===== src/hdl/clk_div_pkg.sv =====
//////////////////////////////
// Clock divider package
// Shared widths, fixed division ratios and the reset ratio
// used by the clock division subsystem
//////////////////////////////

package clk_div_pkg;

  // Width of the programmable ratio field
  // The divide factor is the field value plus one
  localparam int DIV_WIDTH = 8;

  // Width of the settle counter that counts triggers after a load
  // Done rises once it saturates at all ones
  localparam int DONE_DELAY_WIDTH = 3;

  // Ratio of the fixed even divider, must be even
  localparam int EVEN_DIV = 4;

  // Ratio of the fixed odd divider, must be odd
  localparam int ODD_DIV = 5;

  // Ratio field value held after reset (divide by four)
  localparam logic [DIV_WIDTH-1:0] DIV_RESET = 8'd3;

endpackage

===== src/hdl/div_ctrl_if.sv =====
//////////////////////////////
// Divider control interface
// Carries the ratio, its load strobe and the trigger and
// done status between the config register and the
// programmable divider
//////////////////////////////

`timescale 1ns/10ps

interface div_ctrl_if;

  // Ratio field, only changes together with a div_valid strobe
  logic [clk_div_pkg::DIV_WIDTH-1:0] div;
  // One-cycle load strobe, always accepted
  logic                              div_valid;
  // One-cycle trigger pulse from the divider
  logic                              clk_trg;
  // Level that marks a settled ratio
  logic                              div_done;

  // Config side drives the ratio and sees the divider status
  modport cfg (
    output div,
    output div_valid,
    input  clk_trg,
    input  div_done
  );

  // Divider side consumes the ratio and reports its status
  modport gen (
    input  div,
    input  div_valid,
    output clk_trg,
    output div_done
  );

endinterface


===== src/hdl/clk_div_top.sv =====
//////////////////////////////
// Clock division top level
// Fixed even and odd dividers plus the programmable
// trigger generator with its config register
//////////////////////////////

`timescale 1ns/10ps

module clk_div_top (
  input  logic                              clk_i,
  input  logic                              arst_n_i,
  input  logic [clk_div_pkg::DIV_WIDTH-1:0] div_value_i,
  input  logic                              div_load_i,
  output logic                              clk_even_o,
  output logic                              clk_odd_o,
  output logic                              clk_trg_o,
  output logic                              div_done_o
);

  // Control bundle between the config register and the divider
  div_ctrl_if u_div_ctrl ();

  // Fixed even ratio output
  clk_even_div_static #(
    .DIV_VALUE (clk_div_pkg::EVEN_DIV)
  ) u_even_div (
    .clk_i    (clk_i),
    .arst_n_i (arst_n_i),
    .clk_o    (clk_even_o)
  );

  // Fixed odd ratio output with 50 % duty
  clk_odd_div_static #(
    .DIV_VALUE (clk_div_pkg::ODD_DIV)
  ) u_odd_div (
    .clk_i    (clk_i),
    .arst_n_i (arst_n_i),
    .clk_o    (clk_odd_o)
  );

  // Ratio register and load strobe
  div_cfg_reg u_cfg_reg (
    .clk_i       (clk_i),
    .arst_n_i    (arst_n_i),
    .div_value_i (div_value_i),
    .div_load_i  (div_load_i),
    .ctrl        (u_div_ctrl.cfg),
    .clk_trg_o   (clk_trg_o),
    .div_done_o  (div_done_o)
  );

  // Programmable trigger generator
  clk_int_div_simple u_int_div (
    .clk_i    (clk_i),
    .arst_n_i (arst_n_i),
    .ctrl     (u_div_ctrl.gen)
  );

endmodule


===== src/hdl/clk_int_div_simple.sv =====
//////////////////////////////
// Programmable trigger generator
// Issues a one-cycle trigger every div+1 cycles and
// raises done once the new ratio has produced a fixed
// number of triggers
//////////////////////////////

`timescale 1ns/10ps

module clk_int_div_simple (
  input  logic    clk_i,
  input  logic    arst_n_i,
  div_ctrl_if.gen ctrl
);

  localparam int                                   SETTLE_W   = clk_div_pkg::DONE_DELAY_WIDTH;
  localparam logic [SETTLE_W-1:0]                  SETTLE_MAX = '1;

  logic [clk_div_pkg::DIV_WIDTH-1:0] cnt_q;
  logic [SETTLE_W-1:0]               settle_q;
  logic                              cnt_match;
  logic                              trg;
  logic                              settled;

  // Counter has reached the programmed ratio
  assign cnt_match = (cnt_q == ctrl.div);

  // No trigger in the strobe cycle, the old count means nothing
  // against the freshly loaded ratio
  assign trg = cnt_match & ~ctrl.div_valid;

  assign settled = (settle_q == SETTLE_MAX);

  // Period counter, restarted by a load and wrapping at div
  always_ff @(posedge clk_i or negedge arst_n_i) begin
    if (!arst_n_i) begin
      cnt_q <= '0;
    end else if (ctrl.div_valid || cnt_match) begin
      cnt_q <= '0;
    end else begin
      cnt_q <= cnt_q + 1'b1;
    end
  end

  // Settle counter, counts triggers since the last load
  // and stops once it is all ones
  always_ff @(posedge clk_i or negedge arst_n_i) begin
    if (!arst_n_i) begin
      settle_q <= '0;
    end else if (ctrl.div_valid) begin
      settle_q <= '0;
    end else if (trg && !settled) begin
      settle_q <= settle_q + 1'b1;
    end
  end

  assign ctrl.clk_trg  = trg;
  assign ctrl.div_done = settled;

endmodule


===== src/hdl/div_cfg_reg.sv =====
//////////////////////////////
// Divider config register
// Holds the programmable ratio in flops and turns a
// top-level load into a one-cycle valid strobe
//////////////////////////////

`timescale 1ns/10ps

module div_cfg_reg (
  input  logic                              clk_i,
  input  logic                              arst_n_i,
  input  logic [clk_div_pkg::DIV_WIDTH-1:0] div_value_i,
  input  logic                              div_load_i,
  div_ctrl_if.cfg                           ctrl,
  output logic                              clk_trg_o,
  output logic                              div_done_o
);

  logic [clk_div_pkg::DIV_WIDTH-1:0] div_q;
  logic                              div_valid_q;

  // The divider compares against this register every cycle, so the
  // ratio must come from a flop and never from the input pins directly
  always_ff @(posedge clk_i or negedge arst_n_i) begin
    if (!arst_n_i) begin
      div_q <= clk_div_pkg::DIV_RESET;
    end else if (div_load_i) begin
      div_q <= div_value_i;
    end
  end

  // Strobe is high for exactly the cycle after the load was sampled
  // A load during the strobe cycle just restarts the sequence
  always_ff @(posedge clk_i or negedge arst_n_i) begin
    if (!arst_n_i) begin
      div_valid_q <= 1'b0;
    end else begin
      div_valid_q <= div_load_i;
    end
  end

  assign ctrl.div       = div_q;
  assign ctrl.div_valid = div_valid_q;

  // Divider status goes straight out to the top-level pins
  assign clk_trg_o  = ctrl.clk_trg;
  assign div_done_o = ctrl.div_done;

endmodule


===== src/hdl/clk_odd_div_static.sv =====
//////////////////////////////
// Odd static clock divider
// Divides clk_i by a fixed odd ratio with a 50 % duty
// cycle by combining a rising-edge and a falling-edge
// toggle flop through an XOR
//////////////////////////////

`timescale 1ns/10ps

module clk_odd_div_static #(
  parameter int DIV_VALUE = 3
) (
  input  logic clk_i,
  input  logic arst_n_i,
  output logic clk_o
);

  localparam int CNT_WIDTH = $clog2(DIV_VALUE) + 1;

  logic [CNT_WIDTH-1:0] cnt_q;
  logic                 cnt_wrap;
  logic                 mid_hit;
  logic                 clk_pos_q;
  logic                 clk_neg_q;

  // Full period boundary of the counter
  assign cnt_wrap = (cnt_q == CNT_WIDTH'(DIV_VALUE - 1));

  // Point inside the period where the rising-edge flop flips
  assign mid_hit = (cnt_q == CNT_WIDTH'((DIV_VALUE - 1) / 2 - 1));

  // Period counter, runs 0 .. DIV_VALUE-1
  always_ff @(posedge clk_i or negedge arst_n_i) begin
    if (!arst_n_i) begin
      cnt_q <= '0;
    end else if (cnt_wrap) begin
      cnt_q <= '0;
    end else begin
      cnt_q <= cnt_q + 1'b1;
    end
  end

  // Rising-edge toggle, flips once per period
  always_ff @(posedge clk_i or negedge arst_n_i) begin
    if (!arst_n_i) begin
      clk_pos_q <= 1'b0;
    end else if (mid_hit) begin
      clk_pos_q <= ~clk_pos_q;
    end
  end

  // Falling-edge toggle, also flips once per period
  // Sampling on the falling edge shifts it by half an input cycle,
  // which supplies the extra half cycle an odd ratio needs
  always_ff @(negedge clk_i or negedge arst_n_i) begin
    if (!arst_n_i) begin
      clk_neg_q <= 1'b0;
    end else if (cnt_wrap) begin
      clk_neg_q <= ~clk_neg_q;
    end
  end

  // Each flop has a period of 2*DIV_VALUE, their XOR has DIV_VALUE
  // with a high time of DIV_VALUE/2 input cycles
  assign clk_o = clk_pos_q ^ clk_neg_q;

endmodule


===== src/hdl/clk_even_div_static.sv =====
//////////////////////////////
// Even static clock divider
// Divides clk_i by a fixed even ratio using a
// half-period counter and a toggle flop
//////////////////////////////

`timescale 1ns/10ps

module clk_even_div_static #(
  parameter int DIV_VALUE = 2
) (
  input  logic clk_i,
  input  logic arst_n_i,
  output logic clk_o
);

  // One spare bit keeps the compare safe for small ratios
  localparam int CNT_WIDTH = $clog2(DIV_VALUE) + 1;

  logic [CNT_WIDTH-1:0] cnt_q;
  logic                 half_wrap;
  logic                 clk_q;

  // End of a half period, the output flips here
  assign half_wrap = (cnt_q == CNT_WIDTH'(DIV_VALUE / 2 - 1));

  // Half-period counter, wraps every DIV_VALUE/2 input cycles
  always_ff @(posedge clk_i or negedge arst_n_i) begin
    if (!arst_n_i) begin
      cnt_q <= '0;
    end else if (half_wrap) begin
      cnt_q <= '0;
    end else begin
      cnt_q <= cnt_q + 1'b1;
    end
  end

  // Toggle flop, starts low out of reset
  always_ff @(posedge clk_i or negedge arst_n_i) begin
    if (!arst_n_i) begin
      clk_q <= 1'b0;
    end else if (half_wrap) begin
      clk_q <= ~clk_q;
    end
  end

  assign clk_o = clk_q;

endmodule


===== config.mk =====
export PLATFORM = sky130hd
export DESIGN_NAME = clk_div_top
export DESIGN_NICKNAME = d
export VERILOG_FILES = /design/src/hdl/clk_div_pkg.sv /design/src/hdl/div_ctrl_if.sv /design/src/hdl/clk_div_top.sv /design/src/hdl/clk_int_div_simple.sv /design/src/hdl/div_cfg_reg.sv /design/src/hdl/clk_odd_div_static.sv /design/src/hdl/clk_even_div_static.sv
export SDC_FILE = /design/constraint.sdc
export NUM_CORES = 1
export LEC_CHECK = 0
export ABC_CLOCK_PERIOD_IN_PS = 2280
export BUFFER_PORTS_ARGS = -buffer_cell sky130_fd_sc_hd__buf_4
export CAP_MARGIN = 20
export CORE_MARGIN = 8
export CORE_UTILIZATION = 55
export DETAILED_ROUTE_END_ITERATION = 10
export GPL_TIMING_DRIVEN = 0
export PLACE_DENSITY = 0.86
export SLEW_MARGIN = 20
export SYNTH_ARGS = -nofsm -noshare
export SYNTH_HDL_FRONTEND = slang
export SYNTH_SLANG_ARGS = --single-unit

===== constraint.sdc =====
create_clock -name clk_i -period 2.28 [get_ports clk_i]
set_clock_uncertainty 0.2 [all_clocks]
set_input_delay 0.342 -clock clk_i [delete_from_list [all_inputs] [get_ports clk_i]]
set_output_delay 0.342 -clock clk_i [all_outputs]
set_load 0.1 [all_outputs]

== Word level (Yosys, flattened, before mapping) ==
Cells that the tools add are included.

* Register bits after elaboration: 30
* Bits in latches: 0
* Memory bits (writable): 0
* Memory bits (read-only): 0
* Input bits: 11
* Memories: 0

* Add/sub/neg operators: 4
* Multiply operators: 0
* Div/mod/pow operators: 0
* Order comparisons: 0
* Eq/ne operators: 5
* Shifts and indexed selects: 0
* Muxes and demuxes: 5
* Bitwise operators: 6
* Reductions and logical operators: 4

{| class="wikitable"
|+ Operators with widths
! operator !! count
|-
| 3-bit two-way mux || 3
|-
| 8-bit by 1-bit adder with 8-bit output, second input constant || 1
|-
| 8-bit == test || 1
|-
| 8-bit two-way mux || 1
|-
| 3-bit by 1-bit adder with 3-bit output, second input constant || 2
|-
| 4-bit by 1-bit adder with 4-bit output, second input constant || 1
|-
| 4-bit by 1-bit == test with 1-bit output, second input constant || 1
|-
| 4-bit by 3-bit == test with 1-bit output, second input constant || 1
|-
| 4-bit two-way mux || 1
|-
| 1-bit NOT || 4
|-
| 3-bit by 1-bit == test with 1-bit output, second input constant || 1
|-
| 3-bit == test, second input constant || 1
|-
| 2-bit nonzero test || 1
|-
| 1-bit AND || 1
|-
| 1-bit logical AND || 1
|-
| 1-bit zero test || 1
|-
| 1-bit logical OR || 1
|-
| 1-bit bitwise XOR || 1
|}

== Longest topological paths before layout ==
* Depth in word-level cells: 5
* Mapped depth: 5

== Cells and area by module ==
Synthesis repeated with hierarchy kept, for this count alone.

* Cells, all modules: 113
* Area, all modules: 1,462.7 µm²

{| class="wikitable"
|+ Modules (own cells, without submodules)
! module !! times used !! cells an instance !! area an instance (µm²) !! seq. area each (µm²)
|-
| clk_int_div_simple || 1 || 58 || 643.1 || 275.3
|-
| div_cfg_reg || 1 || 20 || 374.1 || 227.7
|-
| clk_odd_div_static || 1 || 24 || 294.0 || 150.1
|-
| clk_even_div_static || 1 || 11 || 151.4 || 100.1
|}

==> summary.txt <==
================================================================================
Failing checks                                                      negative setup slack
Inserted Clock Buffers                                                         5
Synth Area per Inst                                                     12.4 µm²
Syn. warnings                                                                  0
Result of the run                                                   complete, but fails checks
Nets in the synthesized netlist                                              129
Gpl congestion                                                             0.760
Die width                                                                66.2 µm
Number of antenna violations at the first check in global routing              0
Ratio of cells with drive above 1 in the final layout                      0.393
Max-slew violation total from the final report                                 0
Clock tree from TritonCTS                                                   done
Clock share of power                                                       0.332
Type of element capturing the critical path                          output port
Core Box Area                                                        0.00243 mm²
Delay of the slowest cell on the worst path                              0.51 ns
Highest-count cells in the layout ignoring fill and taps            27 x sky130_fd_sc_hd__dfrtp_1, 21 x sky130_fd_sc_hd__buf_4, 10 x sky130_fd_sc_hd__nor2_1, 9 x sky130_fd_sc_hd__xnor2_1, 8 x sky130_fd_sc_hd__mux2_2
Setup repair after global routing missed its margin                         true
Starting DRC count in detailed routing                                        17
Final setup viols                                                              2
Via density                                                                 5.19
Number of global-route vias before repair                                   1027
Wire length per cell                                                     15.7 µm
Gate count of the mapped netlist                                             112
Diodes inserted                                                                0
FILL cells                                                                   168
Share of the core filled with cells in the final layout                    0.733
Number of buffer cells added on primary ports                                 14
Part of the power in registers                                             0.570
Min setup slack post-route                                             -0.620 ns
Net Sw Frac                                                                0.252
Class of the tightest hold or removal check                         primary input to register
Max stage delay cell, worst path                                    sky130_fd_sc_hd__dfrtn_1
Critical Path Source Type                                               register
Die outline height                                                       66.2 µm
Number of top-level design ports                                              15
Kind of critical path                                               register to output port
Headroom to the max-slew limit                                             0.683
Worst slack, placed                                                    -0.367 ns
WP data required                                                         1.74 ns
Final hold violation count                                                     0
Clock sink total                                                              30
Cell total after placement                                                   156
DRT Wirelength                                                           2.75 mm
Synth unique cells                                                            27
CTS H-Tree Depth                                                               2
Max clock buf depth                                                            2
Skew-Pair Late Insertion Delay                                           0.33 ns
Site row count                                                                18
Clk Tree Root Cell                                                  sky130_fd_sc_hd__clkbuf_4
Internal power                                                          0.756 mW
Synthesis-to-layout area growth                                            28.5%
Remaining design rule violation count                                          0
Critical Path AT                                                         2.36 ns
Transition time of the tightest slew-check pin                          0.475 ns
Peak supply drop                                                      0.000499 V
Synthesis-stage register bit count                                            30
Chain of cells forming the critical path                            xor2_4 > buf_12
Placed wire-length estimate after detailed placement                     1.80 mm
Largest net degree at the start of global routing                             31
Commonest non-fill, non-tap cell in the layout                      sky130_fd_sc_hd__dfrtp_1
Fraction of the yosys area taken by sequential cells                       0.543
Number of nets in the layout                                                 161
Power density over the cells                                          567 mW/mm²
First-pass detailed-route iteration total                                      3
Effective utilization at floorplan                                         0.570
Maximum capacitance violations                                                 0
Number of antenna-violating nets in the routed design                          0
Post-synthesis instance area                                         0.00139 mm²
Grt ovf                                                                        0
Non-Filler Instances                                                         175
Max Fanout on Critical Path                                                    2
Top-area cell type share of the netlist area                               0.487
DIE AREA                                                             0.00438 mm²
Fraction of power consumed by combinational cells                          0.097
Wire length of the first global-routing pass                             4.54 mm
Vias after detailed routing                                                  909
Total track usage                                                          0.139
Cell type contributing the most total cell area after synthesis     sky130_fd_sc_hd__dfrtp_1
Pleak                                                                   0.825 nW
Net switching power                                                     0.255 mW
Clk pin slew, worst setup/hold paths                                     0.10 ns
Synth area leaders                                                  sky130_fd_sc_hd__dfrtp_1 49%, sky130_fd_sc_hd__xnor2_1 6.9%, sky130_fd_sc_hd__mux2_2 6.5%
================================================================================
-- power groups by stage --
stage	Clock [mW]	Combinational [mW]	Sequential (mW)
after floorplan	0	0.0563	0.580
final	0.336	0.0983	0.577
after CTS	0.347	0.0898	0.575
after detailed placement	0	0.0868	0.585
after global placement	0	0.0831	0.584
after global routing	0.367	0.107	0.580
-- sequential cells by signal (all words and copies together) (netlist names) --
| name | count |
|---|---|
| u_even_div.clk_o | 1 |
| u_odd_div.clk_pos_q | 1 |
| u_even_div.cnt_q | 3 |
| u_cfg_reg.ctrl.div_valid | 1 |
| u_odd_div.clk_neg_q | 1 |
| u_int_div.cnt_q | 8 |
| u_int_div.settle_q | 3 |
| u_cfg_reg.ctrl.div | 8 |
| u_odd_div.cnt_q | 4 |
-- worst max-delay path, delay by kind of cell, from the launching register on --
family	cells	cell delay, ns
flops	1	0.51
xor+xnor	1	0.19
buf+inv	1	0.19
-- metrics by stage --
step	setup TNS (ns)	instance area [µm²]	hold slack [ns]	total power, mW
2_1_floorplan	-0.621	1430	-0.154	0.637
3_3_place_gp	-0.530	1570	0.0847	0.667
3_5_place_dp	-0.610	1570	0.0915	0.672
4_1_cts	-0.784	1720	0.0251	1.01
5_1_grt	-0.874	1780	0.0238	1.05
6_report	-0.796	1780	0.0337	1.01
-- metal layers --
metal | wire, µm | global-route usage | vias to the layer above
li1 | - | - | 436
met1 | 1070 | 0.140 | 455
met2 | 1530 | 0.241 | 11
met3 | 96 | 0.0525 | 7
met4 | 56 | 0.0720 | 0
met5 | 0 | 0 | -
-- cell usage after synthesis --
cell and n:
sky130_fd_sc_hd__nand4_2 2, sky130_fd_sc_hd__nand3b_1 1, sky130_fd_sc_hd__o21ai_0 1, sky130_fd_sc_hd__nand2_1 4
sky130_fd_sc_hd__nor2b_1 2, sky130_fd_sc_hd__o21bai_2 1, sky130_fd_sc_hd__clkbuf_1 1, sky130_fd_sc_hd__nand2b_1 4
sky130_fd_sc_hd__a21o_1 1, sky130_fd_sc_hd__xor2_1 7, sky130_fd_sc_hd__dfstp_2 2, sky130_fd_sc_hd__a21oi_1 1
sky130_fd_sc_hd__inv_1 5, sky130_fd_sc_hd__mux2_2 8, sky130_fd_sc_hd__xnor2_1 11, sky130_fd_sc_hd__nand3_1 6
sky130_fd_sc_hd__mux2_4 1, sky130_fd_sc_hd__mux2i_1 3, sky130_fd_sc_hd__and3_2 1, sky130_fd_sc_hd__ha_1 6
sky130_fd_sc_hd__dfrtp_1 27, sky130_fd_sc_hd__nor2_1 10, sky130_fd_sc_hd__xnor2_2 1, sky130_fd_sc_hd__dfrtn_1 1
sky130_fd_sc_hd__and3_1 1, sky130_fd_sc_hd__nor3_1 3, sky130_fd_sc_hd__nor3_4 1
-- what timing repair did --
action / 4_1_cts / 5_1_grt
hold buffers: 2 / 0
endpoints found under the setup margin: 3 / 3
pin swaps: 2 / 4
hold endpoints to repair: 28 / 0
buffers inserted: 6 / 3
resized for setup: 7 / 6
-- final timing paths --
path	from	endpoint	slack [ns]	depth (start not counted)
worst max-delay path	u_odd_div.clk_neg_q	clk_odd_o	-0.62	2
worst min-delay path	div_value_i[3]	u_cfg_reg.ctrl.div[3]	0.03	2
worst max register to register	u_odd_div.cnt_q[1]	u_odd_div.clk_neg_q	-0.18	5
worst min register to register	u_even_div.clk_o	u_even_div.clk_o	0.28	1
max in group asynchronous	arst_n_i	u_odd_div.clk_neg_q	0.28	2
min in group asynchronous	arst_n_i	u_int_div.cnt_q[4]	0.26	2
-- layout make-up --
type	instances	area, µm²	area share
plain buffers	1	3.75	0.00211
clock inverters	2	12.5	0.00702
flip-flops and latches	30	753	0.423
multi-input cells	76	687	0.386
clock buffers	6	51.3	0.0288
well taps	30	37.5	0.0211
repair buffers	25	218	0.122
inverters	5	18.8	0.0105
-- cell families (layout without fill, tap and decap cells) --
kind of cell / count (synthesis) / in the layout / share of synthesized area
AOI/OAI and AO/OA: 4 / 4 / 0.0208
xor gates and xnor gates: 19 / 19 / 0.125
adders and majority gates: 6 / 6 / 0.0542
buffers and inverters: 6 / 39 / 0.0162
DFF: 30 / 30 / 0.543
muxes: 12 / 12 / 0.0975
and+or+nand+nor: 35 / 35 / 0.143
No activity file was read; power rests on OpenSTA's default activity.
